--- config.mk ---
export PLATFORM = sky130hd
export DESIGN_NAME = top_level
export DESIGN_NICKNAME = d
export VERILOG_FILES = /design/src/source/isa_pkg.sv /design/src/source/core_pkg.sv /design/src/source/issue_if.sv /design/src/source/instruction_queue.sv /design/src/source/decode.sv /design/src/source/register_file.sv /design/src/source/issue_unit.sv /design/src/source/reservation_station.sv /design/src/source/alu.sv /design/src/source/top_level.sv
export SDC_FILE = /design/constraint.sdc
export NUM_CORES = 2
export LEC_CHECK = 0
export BUFFER_PORTS_ARGS = -buffer_cell sky130_fd_sc_hd__buf_2
export CORE_MARGIN = 4
export CORE_UTILIZATION = 30
export CTS_CLUSTER_SIZE = 30
export DETAILED_ROUTE_END_ITERATION = 12
export PLACE_DENSITY_LB_ADDON = 0.3
export SLEW_MARGIN = 20
export SYNTH_ARGS = -nofsm -noshare
export SYNTH_HDL_FRONTEND = slang
export SYNTH_SLANG_ARGS = --single-unit
--- constraint.sdc ---
create_clock -name clk_100mhz -period 10.7 [get_ports clk_100mhz]
set_input_delay 1.07 -clock clk_100mhz [delete_from_list [all_inputs] [get_ports clk_100mhz]]
set_output_delay 1.07 -clock clk_100mhz [all_outputs]
set_load 0.02 [all_outputs]
--- src/source/isa_pkg.sv ---
package isa_pkg;

  // instruction classes seen by the issue logic
  typedef enum logic [1:0] {
    OP,
    OPIMM,
    LUI,
    NOP
  } itype_t;

  // integer ALU functions
  typedef enum logic [3:0] {
    ADD,
    SUB,
    SLL,
    SLT,
    SLTU,
    XOR,
    SRL,
    SRA,
    OR,
    AND,
    PASS  // forwards operand 2, used by lui
  } alu_func_t;

  // rv32i major opcodes
  localparam logic [6:0] OPC_OP    = 7'b0110011;
  localparam logic [6:0] OPC_OPIMM = 7'b0010011;
  localparam logic [6:0] OPC_LUI   = 7'b0110111;

  // funct3 encodings shared by OP and OP-IMM
  localparam logic [2:0] F3_ADDSUB = 3'b000;
  localparam logic [2:0] F3_SLL    = 3'b001;
  localparam logic [2:0] F3_SLT    = 3'b010;
  localparam logic [2:0] F3_SLTU   = 3'b011;
  localparam logic [2:0] F3_XOR    = 3'b100;
  localparam logic [2:0] F3_SR     = 3'b101; // srl or sra, bit 30 decides
  localparam logic [2:0] F3_OR     = 3'b110;
  localparam logic [2:0] F3_AND    = 3'b111;

endpackage

--- src/source/core_pkg.sv ---
package core_pkg;

  // data word on the integer path
  typedef logic [31:0] word_t;

  // architectural register index, x0..x31
  typedef logic [4:0] reg_idx_t;

  // raw fetched instruction word
  typedef logic [31:0] inst_t;

endpackage

--- src/source/issue_if.sv ---
interface issue_if import isa_pkg::*, core_pkg::*; ();

  logic      valid; // one-cycle strobe per issued op
  alu_func_t func;
  word_t     v1;
  word_t     v2;
  reg_idx_t  rd;

  modport issuer (
    output valid, func, v1, v2, rd
  );

  modport station (
    input valid, func, v1, v2, rd
  );

endinterface

--- src/source/instruction_queue.sv ---
module instruction_queue import core_pkg::*; #(
  parameter int IQ_DEPTH = 4
) (
  input  logic  clk_in,
  input  logic  rst_n,
  input  logic  valid_in,
  input  inst_t inst_in,
  input  logic  pop,
  output inst_t inst_out,
  output logic  inst_available,
  output logic  iq_ready
);

  localparam int AW = $clog2(IQ_DEPTH);
  localparam int CW = AW + 1;

  inst_t          mem [IQ_DEPTH];
  logic [AW-1:0]  wr_ptr;
  logic [AW-1:0]  rd_ptr;
  logic [CW-1:0]  count;
  logic           push;

  assign iq_ready       = (count != CW'(IQ_DEPTH));
  assign inst_available = (count != '0);
  assign inst_out       = mem[rd_ptr]; // head word
  assign push           = valid_in && iq_ready;

  always_ff @(posedge clk_in or negedge rst_n) begin
    if (!rst_n) begin
      wr_ptr <= '0;
      rd_ptr <= '0;
      count  <= '0;
    end else begin
      if (push) wr_ptr <= wr_ptr + 1'b1; // depth is a power of two, wraps itself
      if (pop) rd_ptr <= rd_ptr + 1'b1;
      case ({push, pop})
        2'b10:   count <= count + 1'b1;
        2'b01:   count <= count - 1'b1;
        default: count <= count;
      endcase
    end
  end

  always_ff @(posedge clk_in) begin
    if (push) mem[wr_ptr] <= inst_in;
  end

  // count stays within the depth and in step with the pointer distance
  a_no_push_full: assert property (@(posedge clk_in) disable iff (!rst_n)
    (count <= CW'(IQ_DEPTH)) && (count[AW-1:0] == AW'(wr_ptr - rd_ptr)));

  // the issue side only dequeues a word that is there
  a_no_pop_empty: assert property (@(posedge clk_in) disable iff (!rst_n)
    pop |-> inst_available);

endmodule

--- src/source/decode.sv ---
module decode import isa_pkg::*, core_pkg::*; (
  input  inst_t     inst,
  output itype_t    itype,
  output alu_func_t func,
  output word_t     imm,
  output reg_idx_t  rs1,
  output reg_idx_t  rs2,
  output reg_idx_t  rd
);

  logic [2:0] funct3;
  logic       alt;     // bit 30, selects sub and sra

  assign funct3 = inst[14:12];
  assign alt    = inst[30];

  assign rs1 = inst[19:15];
  assign rs2 = inst[24:20];
  assign rd  = inst[11:7];

  // shared funct3 map, sub only exists in the register form
  function automatic alu_func_t alu_of(input logic [2:0] f3, input logic a, input logic is_reg);
    case (f3)
      F3_ADDSUB: return (a && is_reg) ? SUB : ADD;
      F3_SLL:    return SLL;
      F3_SLT:    return SLT;
      F3_SLTU:   return SLTU;
      F3_XOR:    return XOR;
      F3_SR:     return a ? SRA : SRL;
      F3_OR:     return OR;
      F3_AND:    return AND;
      default:   return ADD;
    endcase
  endfunction

  always_comb begin
    itype = NOP;
    func  = ADD;
    imm   = {{20{inst[31]}}, inst[31:20]}; // i-type, sign extended
    case (inst[6:0])
      OPC_OP: begin
        itype = OP;
        func  = alu_of(funct3, alt, 1'b1);
      end
      OPC_OPIMM: begin
        itype = OPIMM;
        func  = alu_of(funct3, alt, 1'b0);
        if (funct3 == F3_SLL || funct3 == F3_SR) begin
          imm = {27'b0, inst[24:20]}; // shamt only
        end
      end
      OPC_LUI: begin
        itype = LUI;
        func  = PASS;
        imm   = {inst[31:12], 12'b0};
      end
      default: ;
    endcase
    // writes to x0 have no effect
    if (rd == '0) itype = NOP;
  end

endmodule

--- src/source/register_file.sv ---
module register_file import core_pkg::*; (
  input  logic     clk_in,
  input  logic     rst_n,
  input  reg_idx_t rs1,
  input  reg_idx_t rs2,
  output word_t    rd1,
  output word_t    rd2,
  output logic     busy1,
  output logic     busy2,
  output logic     busy_rd,
  input  reg_idx_t chk_rd,
  input  logic     mark_busy,
  input  reg_idx_t mark_rd,
  input  logic     wb_valid,
  input  reg_idx_t wb_rd,
  input  word_t    wb_data
);

  word_t        regs [1:31]; // x0 is not stored
  logic [31:1]  busy;

  // read with bypass of the writeback on this edge
  function automatic word_t read_port(input reg_idx_t idx);
    if (idx == '0) return '0;
    if (wb_valid && wb_rd == idx) return wb_data;
    return regs[idx];
  endfunction

  // busy unless the pending result lands this cycle
  function automatic logic busy_of(input reg_idx_t idx);
    if (idx == '0) return 1'b0;
    return busy[idx] && !(wb_valid && wb_rd == idx);
  endfunction

  always_comb begin
    rd1     = read_port(rs1);
    rd2     = read_port(rs2);
    busy1   = busy_of(rs1);
    busy2   = busy_of(rs2);
    busy_rd = busy_of(chk_rd);
  end

  always_ff @(posedge clk_in or negedge rst_n) begin
    if (!rst_n) begin
      busy <= '0;
      for (int i = 1; i < 32; i++) regs[i] <= '0;
    end else begin
      if (wb_valid && wb_rd != '0) begin
        regs[wb_rd] <= wb_data;
        busy[wb_rd] <= 1'b0;
      end
      // a new owner of the same rd wins over the retiring one
      if (mark_busy && mark_rd != '0) busy[mark_rd] <= 1'b1;
    end
  end

  // every result coming back from the alu has a reservation here
  a_wb_was_busy: assert property (@(posedge clk_in) disable iff (!rst_n)
    (wb_valid && wb_rd != '0) |-> busy[wb_rd]);

endmodule

--- src/source/issue_unit.sv ---
module issue_unit import isa_pkg::*, core_pkg::*; (
  input  logic      inst_available,
  input  itype_t    itype,
  input  alu_func_t func,
  input  word_t     imm,
  input  reg_idx_t  rs1,
  input  reg_idx_t  rs2,
  input  reg_idx_t  rd,
  input  word_t     rd1,
  input  word_t     rd2,
  input  logic      busy1,
  input  logic      busy2,
  input  logic      busy_rd,
  input  logic      rs_free,
  output logic      pop,
  output logic      mark_busy,
  output reg_idx_t  mark_rd,
  issue_if.issuer   iss
);

  logic need1;
  logic need2;
  logic hazard;
  logic go;

  // lui has no register sources, op-imm only rs1
  assign need1  = (itype == OP || itype == OPIMM) && (rs1 != '0);
  assign need2  = (itype == OP) && (rs2 != '0);
  assign hazard = (need1 && busy1) || (need2 && busy2) || busy_rd;

  assign go  = inst_available && (itype != NOP) && !hazard && rs_free;
  assign pop = inst_available && ((itype == NOP) || go); // nops just drop out

  assign mark_busy = go;
  assign mark_rd   = rd;

  assign iss.valid = go;
  assign iss.func  = func;
  assign iss.v1    = (itype == LUI) ? '0 : rd1;
  assign iss.v2    = (itype == OPIMM || itype == LUI) ? imm : rd2;
  assign iss.rd    = rd;

endmodule

--- src/source/reservation_station.sv ---
module reservation_station import isa_pkg::*, core_pkg::*; #(
  parameter int RS_DEPTH = 2
) (
  input  logic      clk_in,
  input  logic      rst_n,
  issue_if.station  iss,
  output logic      rs_free,
  output logic      out_valid,
  output alu_func_t out_func,
  output word_t     out_v1,
  output word_t     out_v2,
  output reg_idx_t  out_rd
);

  localparam int PW = (RS_DEPTH > 1) ? $clog2(RS_DEPTH) : 1;
  localparam int CW = $clog2(RS_DEPTH + 1);

  alu_func_t      func_q [RS_DEPTH];
  word_t          v1_q   [RS_DEPTH];
  word_t          v2_q   [RS_DEPTH];
  reg_idx_t       rd_q   [RS_DEPTH];
  logic [PW-1:0]  wr_ptr;
  logic [PW-1:0]  rd_ptr;
  logic [CW-1:0]  count;
  logic           take;

  // depth need not be a power of two
  function automatic logic [PW-1:0] next_ptr(input logic [PW-1:0] p);
    return (p == PW'(RS_DEPTH - 1)) ? '0 : p + 1'b1;
  endfunction

  assign rs_free = (count != CW'(RS_DEPTH));
  assign take    = (count != '0); // alu always accepts

  always_ff @(posedge clk_in or negedge rst_n) begin
    if (!rst_n) begin
      wr_ptr    <= '0;
      rd_ptr    <= '0;
      count     <= '0;
      out_valid <= 1'b0;
    end else begin
      out_valid <= take;
      if (iss.valid) wr_ptr <= next_ptr(wr_ptr);
      if (take) rd_ptr <= next_ptr(rd_ptr);
      case ({iss.valid, take})
        2'b10:   count <= count + 1'b1;
        2'b01:   count <= count - 1'b1;
        default: count <= count;
      endcase
    end
  end

  always_ff @(posedge clk_in) begin
    if (iss.valid) begin
      func_q[wr_ptr] <= iss.func;
      v1_q[wr_ptr]   <= iss.v1;
      v2_q[wr_ptr]   <= iss.v2;
      rd_q[wr_ptr]   <= iss.rd;
    end
    if (take) begin  // oldest entry goes to the alu
      out_func <= func_q[rd_ptr];
      out_v1   <= v1_q[rd_ptr];
      out_v2   <= v2_q[rd_ptr];
      out_rd   <= rd_q[rd_ptr];
    end
  end

  // the issue side never strobes into a full station
  a_no_write_full: assert property (@(posedge clk_in) disable iff (!rst_n)
    iss.valid |-> (count != CW'(RS_DEPTH)));

endmodule

--- src/source/alu.sv ---
module alu import isa_pkg::*, core_pkg::*; (
  input  logic      clk_in,
  input  logic      rst_n,
  input  logic      valid_in,
  input  alu_func_t func,
  input  word_t     v1,
  input  word_t     v2,
  input  reg_idx_t  rd_in,
  output logic      wb_valid,
  output reg_idx_t  wb_rd,
  output word_t     wb_data
);

  word_t      result;
  logic [4:0] shamt;

  assign shamt = v2[4:0];

  always_comb begin
    case (func)
      ADD:     result = v1 + v2;
      SUB:     result = v1 - v2;
      SLL:     result = v1 << shamt;
      SLT:     result = {31'b0, $signed(v1) < $signed(v2)};
      SLTU:    result = {31'b0, v1 < v2};
      XOR:     result = v1 ^ v2;
      SRL:     result = v1 >> shamt;
      SRA:     result = $signed(v1) >>> shamt; // keeps sign
      OR:      result = v1 | v2;
      AND:     result = v1 & v2;
      PASS:    result = v2;
      default: result = '0;
    endcase
  end

  always_ff @(posedge clk_in or negedge rst_n) begin
    if (!rst_n) begin
      wb_valid <= 1'b0;
    end else begin
      wb_valid <= valid_in; // one pulse per result
    end
  end

  always_ff @(posedge clk_in) begin
    if (valid_in) begin
      wb_rd   <= rd_in;
      wb_data <= result;
    end
  end

endmodule

--- src/source/top_level.sv ---
module top_level import isa_pkg::*, core_pkg::*; #(
  parameter int IQ_DEPTH = 4,
  parameter int RS_DEPTH = 2
) (
  input  logic     clk_100mhz,
  input  logic     rst_n,
  input  inst_t    instruction,
  input  logic     iq_valid,
  output logic     iq_ready,
  output word_t    data_out,
  output reg_idx_t addr_out,
  output logic     wb_valid
);

  // queue to decode
  inst_t     head_inst;
  logic      inst_available;
  logic      pop;

  // decoded fields
  itype_t    itype;
  alu_func_t func;
  word_t     imm;
  reg_idx_t  rs1, rs2, rd;

  // register block
  word_t     rd1, rd2;
  logic      busy1, busy2, busy_rd;
  logic      mark_busy;
  reg_idx_t  mark_rd;

  // station to alu
  logic      rs_free;
  logic      ex_valid;
  alu_func_t ex_func;
  word_t     ex_v1, ex_v2;
  reg_idx_t  ex_rd;

  issue_if iss ();

  instruction_queue #(.IQ_DEPTH(IQ_DEPTH)) u_iq (
    .clk_in(clk_100mhz), .rst_n(rst_n), .valid_in(iq_valid), .inst_in(instruction),
    .pop(pop), .inst_out(head_inst), .inst_available(inst_available), .iq_ready(iq_ready)
  );

  decode u_decode (
    .inst(head_inst), .itype(itype), .func(func), .imm(imm), .rs1(rs1), .rs2(rs2), .rd(rd)
  );

  register_file u_regs (
    .clk_in(clk_100mhz), .rst_n(rst_n), .rs1(rs1), .rs2(rs2), .rd1(rd1), .rd2(rd2),
    .busy1(busy1), .busy2(busy2), .busy_rd(busy_rd), .chk_rd(rd),
    .mark_busy(mark_busy), .mark_rd(mark_rd),
    .wb_valid(wb_valid), .wb_rd(addr_out), .wb_data(data_out)
  );

  issue_unit u_issue (
    .inst_available(inst_available), .itype(itype), .func(func), .imm(imm),
    .rs1(rs1), .rs2(rs2), .rd(rd), .rd1(rd1), .rd2(rd2),
    .busy1(busy1), .busy2(busy2), .busy_rd(busy_rd), .rs_free(rs_free),
    .pop(pop), .mark_busy(mark_busy), .mark_rd(mark_rd), .iss(iss.issuer)
  );

  reservation_station #(.RS_DEPTH(RS_DEPTH)) u_rs (
    .clk_in(clk_100mhz), .rst_n(rst_n), .iss(iss.station), .rs_free(rs_free),
    .out_valid(ex_valid), .out_func(ex_func), .out_v1(ex_v1), .out_v2(ex_v2), .out_rd(ex_rd)
  );

  alu u_alu (
    .clk_in(clk_100mhz), .rst_n(rst_n), .valid_in(ex_valid), .func(ex_func),
    .v1(ex_v1), .v2(ex_v2), .rd_in(ex_rd),
    .wb_valid(wb_valid), .wb_rd(addr_out), .wb_data(data_out)
  );

endmodule

==> run summary <==
Hold Path Class: in -> async
initial cell density of the core: 30.2%
Num CTS Buffers: 163
Lkg Pwr: 0.0367 uW
most frequent cells in the layout: mux2_2, dfrtp_1, mux4_2, edfxtp_1, nand2_1
grt ovf: 0
clock buffer depth: 3
post_cts resized: 0
Mapped Cells: 5932
ANT nets after route: 0
most common cell after layout, fill and taps aside: mux2_2
Slew HR: 12.9%
CTS HTree Levels: 4
hold buffers post-CTS: 0
Port Buf Inserts: 73
worst setup margin: 4610 ps
Syn Nets: 6076
DR vias: 54800
global-route wire length before repair: 407000 um
RSZ-0062 raised after global routing: no
status: finished, final reports clean
Setup CP Type: reg -> reg
CTS tree: done
All-Layer GR Usage: 20.3%
CP arrival: 6500 ps
Synth Warn #: 0
total wire length: 281000 um
crit start category: flop
area delta synth->final: 12.1%
Core Rows: 188
RR Startpoint: u_iq.rd_ptr[0]$_DFFE_PN0P_
layout cells sized above 1: 37.8%
WP data required: 11110 ps
PwrDens: 311 mW/mm^2
routed len/inst: 29.9 um
Residual DRC: 0
Max Fanout on Critical Path: 107
Synth Cell Area: 0.0792 sq mm
Hold Worst Slack: 246 ps
Slew Limit Fails: 0
Tcrit/Tclk final: 56.9%
DP Worst Slack: 4510 ps
VDD IR-drop max: 246 uV
register area: 0.0375 sq mm
clock latency on the worst-skew pair: 820 ps
vias in the first global route: 54800
root cell of the clock tree: clkbuf_16
area of the multi-input gates: 0.0392 sq mm
top_reg_cell synth: dfrtp_1
Final Cell Area: 0.0888 sq mm
Final nets: 5899
pin count of the biggest net entering global routing: 180
Max Clock Skew: 42.2 ps
CORE AREA: 0.263 sq mm
Placed Area: 0.0832 sq mm
Critical path origin: u_iq.rd_ptr[0]$_DFFE_PN0P_
die height: 522 um
Vias/cell: 5.82
synthesized area per cell: 13.3 sq um
total iterations of the first detailed-routing run: 7
Setup Viol. Count Final: 0
clock sink total: 1420
min cycle time layout: 6090 ps
post-synthesis register bit count: 1420
Post-synth ARST share: 73.0%
Reg clk slew, reported paths: 60 ps
gpl congestion: 0.930
CP Capture Type: flop
die area: 0.272 sq mm
maxcap violations: 0
dpl hpwl: 171000 um
Final TNS setup: 0 ps
Seq/Total Area, Yosys: 47.3%
die extent in x: 522 um
number of setup buffers added after CTS: 0
fmax: 164 MHz
EDFF count, synth: 384
overall power: 27600 uW
initial antenna violation count: 20
Initial DRC Count: 5801
Worst-Margin Slew: 1290 ps
Synth cell types: 90
fill cell count: 25600
io pins: 74
Hold Fails Final Rpt: 0
[report_power, final]
part	leakage [uW]	internal, uW	total [uW]	switching (uW)
Sequential	0.0176	7600	8850	1250
Combinational	0.0164	5290	13000	7670
Clock	0.00269	3380	5780	2410
Total	0.0367	16300	27600	11300
[final cells by class]
class                      count  area share, %
tap                         3515           4.95
clock buffer                 227           5.20
sequential                  1420           42.2
inverter                     120          0.507
clock inverter                75           1.05
timing repair buffer         227           1.86
multi-input combinational   3823           44.2
antenna                        8         0.0226
[path summary, 6_finish.rpt]
kind                                                end  slack, ps  cells after the start
max in group asynchronous  u_regs.regs[232]$_DFFE_PN0P_       8180                      3
hold / removal              u_regs.regs[65]$_DFFE_PN0P_        250                      1
setup reg to reg              u_rs.v2_q[1][2]$_DFFE_PP_       4610                     10
min in group clk_100mhz        u_alu.wb_rd[0]$_DFFE_PP_        420                      0
setup / recovery              u_rs.v2_q[1][2]$_DFFE_PP_       4610                     10
hold reg to reg                u_alu.wb_rd[0]$_DFFE_PP_        420                      0
[routing by layer]
layer	vias to the layer above	global-route usage [%]	part of all wire [%]
met5	-	0	0.016
met4	8	7.95	4.2
met3	578	3.70	7.5
met2	2521	31.7	46
met1	29200	28.0	42
li1	22500	-	-
[synth_stat cells (all sizes together) (7+ instances only)]
library cell	instances	share of area [%]
mux2	1097	16
ha	106	1.7
and3	24	0.19
and2	12	0.095
or3	11	0.087
o2111ai	9	0.10
edfxtp	384	15
xor2	10	0.11
o22ai	26	0.21
o21bai	14	0.13
inv	118	0.56
o211ai	29	0.27
or2	12	0.095
a22oi	23	0.22
o221ai	28	0.31
mux2i	177	2.2
nor4	11	0.087
o31ai	48	0.46
dfrtp	1036	33
a311oi	44	0.49
a21oi	188	1.2
a221o	13	0.16
a211oi	92	0.89
a21o	20	0.19
nor3	57	0.39
a2111oi	18	0.20
nand4	16	0.15
o221a	7	0.10
nor2	234	1.1
o2bb2ai	20	0.22
xnor2	17	0.19
a22o	31	0.34
o21ai	162	1.0
nand2b	27	0.21
nor2b	48	0.38
mux4	555	16
nand2	400	1.9
clkbuf	374	1.8
nor3b	7	0.11
buf	195	1.2
a221oi	54	0.60
nand3	45	0.28
a31oi	62	0.49
[kinds of logic (layout without fill, tap and decap cells)]
logic type / count (synthesis) / in the layout / synth area share (%)
muxes: 1829 / 1829 / 33.6
xor gates and xnor gates: 27 / 27 / 0.299
buffers and inverters: 689 / 649 / 3.58
and+or+nand+nor: 927 / 927 / 5.35
adders and majority gates: 109 / 109 / 1.75
other: 0 / 8 / 0
AOI/OAI and AO/OA: 931 / 931 / 8.09
DFF: 1420 / 1420 / 47.3
[flip-flops by register name, summed over array words and instances, names as in the netlist, 5 cells and up]
register	count
u_rs.out_v2	32
u_iq.mem	128
u_regs.regs	992
u_rs.v1_q	64
u_rs.v2_q	64
u_rs.rd_q	10
u_alu.wb_rd	5
u_rs.func_q	8
u_regs.busy	31
u_rs.out_rd	5
u_rs.out_v1	32
u_alu.wb_data	32
[per-stage QoR]
| step | std cells | utilization, % |
|---|---|---|
| floorplan | 5932 | - |
| global placement | 9103 | 31.7 |
| detailed placement | 9104 | 31.7 |
| CTS | 9406 | 33.8 |
| global route | 9411 | 33.8 |
| finish | 9415 | 33.8 |
[critical path, stage by stage (launching register included)]
cell       delay, ps
dfrtp_2          680
buf_4            460
mux4_4          1020
buf_12           320
a211oi_1         280
a2111oi_0        110
a2111oi_0        690
a211o_1          250
nand4_4          300
nor2_4           620
buf_4            810
No activity file was read; power rests on OpenSTA's default activity.
